===== config.mk =====
export PLATFORM = sky130hd
export DESIGN_NAME = inst_fifo
export DESIGN_NICKNAME = d
export VERILOG_FILES = /design/src/dual_issue_pkg.sv /design/src/inst_fifo.sv
export SDC_FILE = /design/constraint.sdc
export NUM_CORES = 1
export LEC_CHECK = 0
export BUFFER_PORTS_ARGS = -buffer_cell sky130_fd_sc_hd__buf_2
export CELL_PAD_IN_SITES_DETAIL_PLACEMENT = 1
export CELL_PAD_IN_SITES_GLOBAL_PLACEMENT = 2
export CORE_AREA = 4 4 241 149
export DETAILED_ROUTE_END_ITERATION = 7
export DIE_AREA = 0 0 245 153
export GPL_TIMING_DRIVEN = 0
export PLACE_DENSITY = 0.85
export SYNTH_ARGS = -nofsm -noshare
export SYNTH_HDL_FRONTEND = slang
export SYNTH_SLANG_ARGS = --single-unit

===== constraint.sdc =====
create_clock -name clk -period 4.7 [get_ports clk]
set_input_delay 0.47 -clock clk [delete_from_list [all_inputs] [get_ports clk]]
set_output_delay 0.47 -clock clk [all_outputs]
set_load 0.03 [all_outputs]

===== src/dual_issue_pkg.sv =====
package dual_issue_pkg;

    typedef logic [31:0] word_t;
    typedef logic [4:0]  reg_addr_t;

    // primary opcode field, instr[31:26]
    typedef enum logic [5:0] {
        OP_SPECIAL = 6'h00,
        OP_ADDIU   = 6'h09,
        OP_SLTI    = 6'h0a,
        OP_SLTIU   = 6'h0b,
        OP_ANDI    = 6'h0c,
        OP_ORI     = 6'h0d,
        OP_XORI    = 6'h0e,
        OP_LUI     = 6'h0f
    } opcode_e;

    // function field of SPECIAL, instr[5:0]
    typedef enum logic [5:0] {
        FN_SLL  = 6'h00,
        FN_SRL  = 6'h02,
        FN_SRA  = 6'h03,
        FN_ADDU = 6'h21,
        FN_SUBU = 6'h23,
        FN_AND  = 6'h24,
        FN_OR   = 6'h25,
        FN_XOR  = 6'h26,
        FN_NOR  = 6'h27,
        FN_SLT  = 6'h2a,
        FN_SLTU = 6'h2b
    } funct_e;

    typedef enum logic [3:0] {
        ALU_ADD, ALU_SUB, ALU_AND, ALU_OR, ALU_XOR, ALU_NOR, ALU_SLT,
        ALU_SLTU, ALU_SLL, ALU_SRL, ALU_SRA, ALU_LUI, ALU_NOP
    } alu_op_e;

    typedef struct packed {
        alu_op_e   alu_op;
        reg_addr_t rs;
        reg_addr_t rt;
        logic      reads_rs;
        logic      reads_rt;
        logic [4:0] shamt;
        word_t     imm_value;
        logic      use_shamt;
        logic      use_imm;
        logic      reg_wen;
        reg_addr_t reg_waddr;
    } decoded_t;

    typedef struct packed {
        logic      wen;
        reg_addr_t waddr;
        word_t     wdata;
    } wb_t;

    localparam int DEFAULT_FIFO_DEPTH = 8;

endpackage


===== src/inst_fifo.sv =====
`timescale 1ns/1ps

module inst_fifo #(
    parameter int DEPTH = dual_issue_pkg::DEFAULT_FIFO_DEPTH
) (
    input  logic                  clk,
    input  logic                  rst_i,
    input  logic                  we1_i,
    input  logic                  we2_i,
    input  dual_issue_pkg::word_t wdata1_i,
    input  dual_issue_pkg::word_t wdata2_i,
    input  logic                  pop1_i,
    input  logic                  pop2_i,
    output dual_issue_pkg::word_t head_o,
    output dual_issue_pkg::word_t second_o,
    output logic                  empty_o,
    output logic                  almost_empty_o,
    output logic                  full_o
);
    import dual_issue_pkg::*;

    // pointers wrap naturally, so DEPTH is a power of two
    localparam int AW = $clog2(DEPTH);
    localparam int CW = $clog2(DEPTH + 1);

    word_t         mem [DEPTH];
    logic [AW-1:0] wr_ptr;
    logic [AW-1:0] rd_ptr;
    logic [CW-1:0] count;
    logic [1:0]    n_wr;
    logic [1:0]    n_rd;

    assign n_wr = {1'b0, we1_i} + {1'b0, we2_i};
    assign n_rd = {1'b0, pop1_i} + {1'b0, pop2_i};

    // word2 lands right behind word1
    always_ff @(posedge clk) begin
        if (we1_i) begin
            mem[wr_ptr] <= wdata1_i;
        end
        if (we2_i) begin
            mem[wr_ptr + AW'(1)] <= wdata2_i;
        end
    end

    always_ff @(posedge clk) begin
        if (rst_i) begin
            wr_ptr <= '0;
            rd_ptr <= '0;
            count  <= '0;
        end else begin
            wr_ptr <= wr_ptr + AW'(n_wr);
            rd_ptr <= rd_ptr + AW'(n_rd);
            count  <= count + CW'(n_wr) - CW'(n_rd);
        end
    end

    assign head_o   = mem[rd_ptr];
    assign second_o = mem[rd_ptr + AW'(1)];

    assign empty_o        = (count == '0);
    assign almost_empty_o = (count == CW'(1));
    // fetch may deliver a pair, so keep two slots in hand
    assign full_o         = (count > CW'(DEPTH - 2));

endmodule


==> results.cfg, run 1 <==
[drt]
first_iter_violations = 781
routedWlPerCell_um = 30.1
antenna_left = 0
drtPass1Iterations = 5
drc = 0
via_count = 9301
wirelength_um = 45500
vias_per_cell = 6.16

[power]
p_per_area_mw_per_mm2 = 471
leakagePower_uw = 0.00600
p_int_uw = 5560
switching_power_uw = 2830
p_seq_share_pct = 36.4
ir_drop_mv = 0.314
p_total_uw = 8390
switching_share_pct = 33.7
combPwrFrac_pct = 36.3
p_clk_share_pct = 27.3

[global_routing]
grt_pass1_wl_um = 67600
grt_max_degree = 21
grt-ovfl-total = 0
grt_util_all_layers_pct = 24.2
grt_antenna_before_repair = 5
grt_pass1_vias = 10000

[min_path]
hold_path_end = count[3]
min_from = rst_i
whs_path_depth = 3
min_path_type = input port to flip-flop

[placement]
dp_slack_ns = 1.43
port_buffers = 136
gp_congestion = 0.790
dpl-instance-area_mm2 = 0.0169
placedCellCount = 1458
dpl.hpwl_um = 30400

[yosys]
syn_inst = 851
synth_top_area_cell = edfxtp_1
yosysMostFrequentCell = mux2_2
synth_top_area_share_pct = 50.2
ys_top_cells_by_area = edfxtp_1 50%, mux2_2 24%, mux4_2 19%
synth_seq_cells = 266
ys_seq_area_share_pct = 51.5
yosys.cell_types.count = 30
yosysWarnings = 0
synth_commonest_cells = 322 x mux2_2, 256 x edfxtp_1, 128 x mux4_2
synth_ff_type = edfxtp_1
syn_avg_cell_area_um2 = 18.0
synth_enable_flop_cells = 256
syn-cell-area_mm2 = 0.0153
synthesis.nets = 937
synthArstFlopShare_pct = 0

[critical_path]
cp-start-kind = flip-flop
reg2reg_depth = 6
reg2reg_slack_ns = 1.72
critPathMaxFanout = 10
cp.required_ns = 4.23
r2r_end = mem[3][19]
crit_type = flip-flop to output port
endpoint_kind = output port
rr_startpoint = wr_ptr[1]
cp.arrival_ns = 3.42

[floorplanning]
die_h_um = 153
io_pins = 137
fp-row-count = 52
die_w_um = 245
dieArea_mm2 = 0.0375
start_util_pct = 45.8
core_mm2 = 0.0334

[job]
max_cap_viol_count = 0

[timing]
slew_viol_final = 0
finalSetupViolCount = 0
holdWs_ns = 0.283
layout_setup_ws_ns = 0.813
clock_skew_ns = 0.0126
max_freq_mhz = 257
final.min_clock_period_ns = 3.89
relSlewSlack_pct = 34.4
timing_hold_violations_final = 0
period_share_pct = 82.7
tightest_slew_ns = 0.984
rsz0062_at_grt = no

[clock_network]
insertion_delay_ns = 0.56
clock-root-buffer = clkbuf_16
cts_sinks = 266
ctsHoldBuffers = 0
cts_setup_buffers = 0
cts_htree_levels = 1
cts_buffers = 28
cts_tree = yes
cts_resized = 0
clk_pin_slew_ns = 0.06
clockBufferDepth = 3

[layout]
final_cell_area_mm2 = 0.0178
area_delta_synth_final_pct = 16.4
final_nets = 1115
fin_cells = 1509
drive_gt1_share_pct = 66.5

[outcome]
status = finished clean
cell families (layout without fill, tap and decap cells):
logic type	after synthesis	in the layout	synth area share (%)
compound gates	10	10	0.442
fa+ha+maj	16	16	1.50
flops	266	266	51.5
buf+inv	72	269	2.51
xor+xnor	6	6	0.343
mux	450	450	42.5
other cells	0	2	0
simple gates	31	31	1.12
cell type report:
class	instances	area, um2
multi-input combinational	513	7140
fill	3150	15600
tap	459	574
timing repair buffer	148	916
buffer	62	347
clock buffer	34	744
antenna	2	5.00
clock inverter	15	166
sequential	266	7890
inverter	10	37.5
critical path: stages (launching register included):
cell and delay (ns):
dfxtp_1 0.35, ha_1 0.29, clkbuf_1 0.50, clkbuf_1 0.80, mux4_2 0.41, mux2_2 0.30
buf_2 0.18
worst max-delay path by stage:
stage / start / end / slack [ns] / depth (start not counted)
2_1_floorplan: we1_i / mem[2][0] / 1.18 / 2
3_3_place_gp: we1_i / mem[0][13] / -1.83 / 3
3_5_place_dp: rd_ptr[0] / second_o[22] / 1.43 / 6
4_1_cts: rd_ptr[0] / second_o[22] / 0.83 / 6
5_1_grt: rd_ptr[0] / second_o[23] / 0.77 / 6
6_report: rd_ptr[0] / second_o[23] / 0.81 / 6
power by group through the flow:
stage          combinational [uW]  sequential (uW)  clock, uW
2_1_floorplan                2080             3060          0
3_3_place_gp                 2890             3130          0
3_5_place_dp                 3050             3100          0
4_1_cts                      3070             3050       2320
5_1_grt                      3210             3070       2430
6_report                     3040             3060       2290
state kept, by name, summed over array words and instances (netlist names):
| signal | count |
|---|---|
| rd_ptr | 3 |
| wr_ptr | 3 |
| count | 4 |
| mem | 256 |
through the flow:
step | setup TNS [ns] | util, %
5_1_grt | 0 | 53.3
4_1_cts | 0 | 53.3
6_report | 0 | 53.3
2_1_floorplan | 0 | -
3_5_place_dp | 0 | 50.5
3_3_place_gp | -215.09 | 49.5
metal layers:
layer | up-vias | part of all wire (%) | track usage [%]
li1 | 3901 | - | -
met1 | 4966 | 43 | 34.4
met2 | 367 | 48 | 39.2
met3 | 61 | 7.2 | 5.41
met4 | 6 | 1.4 | 3.85
met5 | - | 0.051 | 0
placed cells by master, fill, tap and decap left out, types with 3 or more instances in the layout:
master	netlist	routed
nor2_1	9	9
ha_1	12	12
xor2_1	3	3
buf_6	7	7
nand2_1	4	4
clkinv_2	0	4
clkbuf_16	0	29
clkinv_1	0	7
mux4_2	128	128
dfxtp_1	10	10
edfxtp_1	256	256
inv_1	10	10
bufinv_16	0	4
nand2b_1	3	3
buf_4	3	3
buf_8	0	4
clkbuf_1	11	16
nor2b_1	6	6
mux2_2	322	322
xnor2_1	3	3
buf_2	40	176
buf_12	0	6
fa_1	4	4
Power figures use the tool's default switching activity.
==> run 2: changes to the inputs <==
--- a/config.mk
+++ b/config.mk
@@ -5,14 +5,15 @@
 export SDC_FILE = /design/constraint.sdc
 export NUM_CORES = 1
 export LEC_CHECK = 0
+export ABC_AREA = 1
 export BUFFER_PORTS_ARGS = -buffer_cell sky130_fd_sc_hd__buf_2
 export CELL_PAD_IN_SITES_DETAIL_PLACEMENT = 1
 export CELL_PAD_IN_SITES_GLOBAL_PLACEMENT = 2
-export CORE_AREA = 4 4 241 149
+export CORE_AREA = 4 4 304 187
 export DETAILED_ROUTE_END_ITERATION = 7
-export DIE_AREA = 0 0 245 153
+export DIE_AREA = 0 0 308 191
 export GPL_TIMING_DRIVEN = 0
-export PLACE_DENSITY = 0.85
+export PLACE_DENSITY = 0.86
 export SYNTH_ARGS = -nofsm -noshare
 export SYNTH_HDL_FRONTEND = slang
 export SYNTH_SLANG_ARGS = --single-unit
==> constraint.sdc (replaced) <==
create_clock -name clk -period 3.6 [get_ports clk]
set_input_delay 0.36 -clock clk [delete_from_list [all_inputs] [get_ports clk]]
set_output_delay 0.36 -clock clk [all_outputs]
set_load 0.03 [all_outputs]
==> run 2 against run 1 <==
  * Combinational power increased by 110%
  * Cell area increased by 19%
  * Core utilization decreased by 14 points
  * Power increased by 63%
  * Cell count increased by 140%
  * Largest power group is now combinational cells
  * Global-route usage increased by 8.0 points
  * Hold slack got worse by 0.11 ns
  * Die area increased by 57%
  * First-iteration DRC count increased to 3.3 times the previous value
==> results.cfg, run 2 <==
[global_routing]
grt_antenna_before_repair = 6
grt_util_all_layers_pct = 32.1
grt_pass1_vias = 20800
grt-ovfl-total = 0
grt_pass1_wl_um = 139000
grt_max_degree = 20

[floorplanning]
die_h_um = 191
fp-row-count = 66
dieArea_mm2 = 0.0588
die_w_um = 308
start_util_pct = 34.9
core_mm2 = 0.0538
io_pins = 137

[clock_network]
clockBufferDepth = 3
clk_pin_slew_ns = 0.07
ctsHoldBuffers = 0
insertion_delay_ns = 0.61
cts_buffers = 31
cts_tree = yes
cts_htree_levels = 1
cts_sinks = 266
clock-root-buffer = clkbuf_16

[timing]
period_share_pct = 96.0
slew_viol_final = 0
final.min_clock_period_ns = 3.46
relSlewSlack_pct = 20.4
holdWs_ns = 0.171
tightest_slew_ns = 1.19
timing_hold_violations_final = 0
clock_skew_ns = 0.0140
layout_setup_ws_ns = 0.143
max_freq_mhz = 289
finalSetupViolCount = 0
rsz0062_at_grt = no

[layout]
final_util_pct = 39.5
mostFrequentLayoutCells = 1356 x nand2_1, 280 x inv_1, 258 x nand3_1
top_register = mem
largest_reg_flops = 256
final_common_cell = nand2_1
area_delta_synth_final_pct = 13.4
fin_cells = 3599
nFillCells = 6840
final_nets = 2946
drive_gt1_share_pct = 12.0
final_cell_area_mm2 = 0.0213
largestRegisters = mem (256), count (4)

[placement]
dpl-instance-area_mm2 = 0.0203
gp_congestion = 0.966
port_buffers = 71
dp_slack_ns = 0.735
placedCellCount = 3541
dpl.hpwl_um = 70600

[yosys]
ys_seq_area_share_pct = 42.1
yosys.cell_types.count = 25
syn_inst = 2747
yosysMostFrequentCell = nand2_1
yosysWarnings = 0
ys_top_cells_by_area = edfxtp_1 41%, nand2_1 27%, nand4_1 8.5%
synth_ff_type = edfxtp_1
syn-cell-area_mm2 = 0.0187
syn_avg_cell_area_um2 = 6.82
synthesis.nets = 2833
synth_enable_flop_cells = 256
synth_seq_cells = 266
synthArstFlopShare_pct = 0
synth_top_area_share_pct = 41.0
synth_commonest_cells = 1356 x nand2_1, 280 x inv_1, 258 x nand3_1
synth_top_area_cell = edfxtp_1

[critical_path]
crit_type = flip-flop to output port
critPathMaxFanout = 10
reg2reg_slack_ns = 0.87
cp-start-kind = flip-flop
endpoint_kind = output port
cp.required_ns = 3.24
cp.arrival_ns = 3.10

[drt]
vias_per_cell = 5.81
drc = 0
drtPass1Iterations = 6
routedWlPerCell_um = 26.9
antenna_left = 0
first_iter_violations = 2601
wirelength_um = 96900
via_count = 20900

[min_path]
min_path_type = input port to flip-flop

[job]
max_cap_viol_count = 0

[power]
p_per_area_mw_per_mm2 = 643
ir_drop_mv = 0.375
leakagePower_uw = 0.0107

[outcome]
status = finished clean
[run 2: cell count changes after synthesis, moves of 16 or more]
| cell | delta |
|---|---|
| nand4_1 | +256 |
| buf_4 | +16 |
| buf_1 | +35 |
| inv_1 | +270 |
| clkbuf_1 | +25 |
| nand2_1 | +1352 |
| mux4_2 | -128 |
| buf_2 | +138 |
| nand3_1 | +257 |
| mux2_2 | -322 |
[run 2: kinds of logic after synthesis]
group | synth area share [%]
compound gates | 0.327
flops | 42.1
buf+inv | 12.7
fa+ha+maj | 1.23
simple gates | 43.4
xor+xnor | 0.227
[run 2: timing repair]
item,CTS,global route
gates resized for setup,0,5
setup buffers,0,0
setup endpoints to repair,0,1
[run 2: final timing paths]
path	end	from	cells past startpoint
worst min-delay path	mem[5][27]	wdata1_i[27]	3
worst min register to register	rd_ptr[0]	rd_ptr[0]	3
worst max-delay path	head_o[21]	rd_ptr[0]	9
worst max register to register	mem[0][15]	wr_ptr[0]	7
[run 2: metal layers]
layer,track usage (%),vias to the layer above,share of wire [%]
met2,46.6,1301,40
met5,0,-,0.069
met3,7.70,242,12
li1,-,9044,-
met1,46.6,10300,44
met4,11.3,10,4.0
[run 2: layout make-up]
class | count | area [um2] | share of cell area, %
Clock buffer | 38 | 802 | 3.77
Tap cell | 714 | 893 | 4.20
Antenna cell | 2 | 5.00 | 0.0235
Inverter | 286 | 1070 | 5.05
Buffer | 270 | 1320 | 6.20
Multi-Input combinational cell | 1925 | 8560 | 40.3
Timing Repair Buffer | 80 | 566 | 2.66
Sequential cell | 266 | 7890 | 37.1
Clock inverter | 18 | 155 | 0.730
[run 2: metrics by stage]
step	TNS (ns)	total power [uW]
floorplan	0	7750
global placement	-655.10	10100
detailed placement	0	10300
CTS	0	13400
global route	0	14100
finish	0	13700
[run 2: power by group]
part	switching (uW)	leakage [uW]	total, uW	internal, uW
Combinational	4980	0.00783	6480	1500
Clock	1440	0.000473	3220	1780
Sequential	112	0.00244	3960	3850
Total	6540	0.0107	13700	7120
[run 2: worst max-delay path, stage by stage, from the launching register on]
cell and delay (ns):
dfxtp_1 0.36, buf_2 0.25, buf_4 0.27, clkbuf_1 0.91, nand2_1 0.15, nand3_1 0.15
nand2_1 0.06, nand2_1 0.05, nand2_1 0.10, buf_2 0.19
==> run 3: changes to the inputs <==
--- a/config.mk
+++ b/config.mk
@@ -10,6 +10,7 @@
 export CELL_PAD_IN_SITES_DETAIL_PLACEMENT = 1
 export CELL_PAD_IN_SITES_GLOBAL_PLACEMENT = 2
 export CORE_AREA = 4 4 304 187
+export CTS_BUF_LIST = sky130_fd_sc_hd__clkbuf_4 sky130_fd_sc_hd__clkbuf_8 sky130_fd_sc_hd__clkbuf_16
 export DETAILED_ROUTE_END_ITERATION = 7
 export DIE_AREA = 0 0 308 191
 export GPL_TIMING_DRIVEN = 0
==> run 3 against run 2 <==
  * Critical path depth stayed put
  * Combinational power is essentially flat
  * Largest cell class unchanged
  * Via count up 0.19%
==> results.cfg, run 3 (synthesized netlist as in run 2, its figures left out) <==
[critical_path]
cp.required_ns = 3.24
critPathLaunch = rd_ptr[0]
crit_type = flip-flop to output port
endpoint_kind = output port
cp.arrival_ns = 3.09
cp-start-kind = flip-flop
rr_startpoint = wr_ptr[0]
critPathMaxFanout = 10

[layout]
mostFrequentLayoutCells = 1356 x nand2_1, 280 x inv_1, 258 x nand3_1
final_nets = 2946
top_register = mem
drive_gt1_share_pct = 12.3
final_cell_area_mm2 = 0.0213
final_common_cell = nand2_1
largest_reg_flops = 256
largestRegisters = mem (256), count (4)
fin_cells = 3598
area_delta_synth_final_pct = 13.5

[timing]
timing_hold_violations_final = 0
clock_skew_ns = 0.0101
max_freq_mhz = 290
holdWs_ns = 0.174
period_share_pct = 95.8
rsz0062_at_grt = no
final.min_clock_period_ns = 3.45
tightest_slew_ns = 1.17
finalSetupViolCount = 0
relSlewSlack_pct = 21.7
slew_viol_final = 0

[drt]
antenna_left = 0
via_count = 21000
vias_per_cell = 5.82
drc = 0
first_iter_violations = 2621
routedWlPerCell_um = 27.0
drtPass1Iterations = 5
wirelength_um = 97000

[floorplanning]
die_w_um = 308
io_pins = 137
start_util_pct = 34.9
die_h_um = 191
core_mm2 = 0.0538
dieArea_mm2 = 0.0588
fp-row-count = 66

[power]
switching_power_uw = 6530
p_int_uw = 7180
p_seq_share_pct = 28.9
leakagePower_uw = 0.0108
p_total_uw = 13700
switching_share_pct = 47.6
p_clk_share_pct = 23.9
p_per_area_mw_per_mm2 = 644
combPwrFrac_pct = 47.2
ir_drop_mv = 0.370

[global_routing]
grt-ovfl-total = 0
grt_max_degree = 20
grt_antenna_before_repair = 6
grt_util_all_layers_pct = 32.2
grt_pass1_vias = 20800
grt_pass1_wl_um = 139000

[clock_network]
insertion_delay_ns = 0.59
cts_buffers = 31
cts_htree_levels = 1
cts_setup_buffers = 0
ctsHoldBuffers = 0
cts_sinks = 266
cts_tree = yes
cts_resized = 0
clockBufferDepth = 3
clock-root-buffer = clkbuf_16
clk_pin_slew_ns = 0.07

[outcome]
status = finished clean

[job]
max_cap_viol_count = 0

[min_path]
min_path_type = input port to flip-flop
min_from = wdata1_i[27]

[placement]
dpl-instance-area_mm2 = 0.0203
gp_congestion = 0.966
placedCellCount = 3541
port_buffers = 71
dpl.hpwl_um = 70600
==> run 3: cell type report <==
class	instances	area, um2
Fill cell	6837	32500
Multi-Input combinational cell	1925	8560
Sequential cell	266	7890
Buffer	270	1320
Inverter	286	1070
Tap cell	714	893
Clock buffer	38	828
Timing Repair Buffer	80	566
Clock inverter	18	155
Antenna cell	1	2.50
==> run 3: final timing paths <==
path | depth (start not counted) | slack [ns] | end
max | 9 | 0.15 | head_o[21]
min | 3 | 0.17 | mem[5][27]
max reg2reg | 7 | 0.83 | mem[0][15]
min reg2reg | 3 | 0.64 | rd_ptr[0]
==> run 3: layer usage <==
metal | up-vias | wire [um] | global-route usage (%)
met5 | - | 69 | 0
met4 | 10 | 3700 | 11.3
met3 | 229 | 11500 | 7.76
met2 | 1338 | 39200 | 46.7
met1 | 10300 | 42500 | 46.5
li1 | 9041 | - | -
==> run 3: power by group through the flow <==
stage | combinational, uW | clock [uW] | sequential [uW]
after floorplan | 3740 | 0 | 4010
after global placement | 5980 | 0 | 4090
after detailed placement | 6260 | 0 | 4020
after CTS | 6280 | 3250 | 3960
after global routing | 6840 | 3370 | 3980
final | 6470 | 3270 | 3960
==> run 3: critical path: stages (launching register included) <==
cell and delay (ns):
dfxtp_1 0.36, buf_2 0.25, buf_4 0.27, clkbuf_1 0.90, nand2_1 0.15, nand3_1 0.15
nand2_1 0.06, nand2_1 0.05, nand2_1 0.10, buf_2 0.19
==> run 3: metrics by stage <==
stage          setup slack [ns]  TNS (ns)  util, %
3_3_place_gp              -3.12   -655.10     37.2
6_report                  0.151         0     39.6
5_1_grt                   0.119         0     39.6
3_5_place_dp              0.735         0     37.7
4_1_cts                   0.106         0     39.6
2_1_floorplan             0.280         0        -
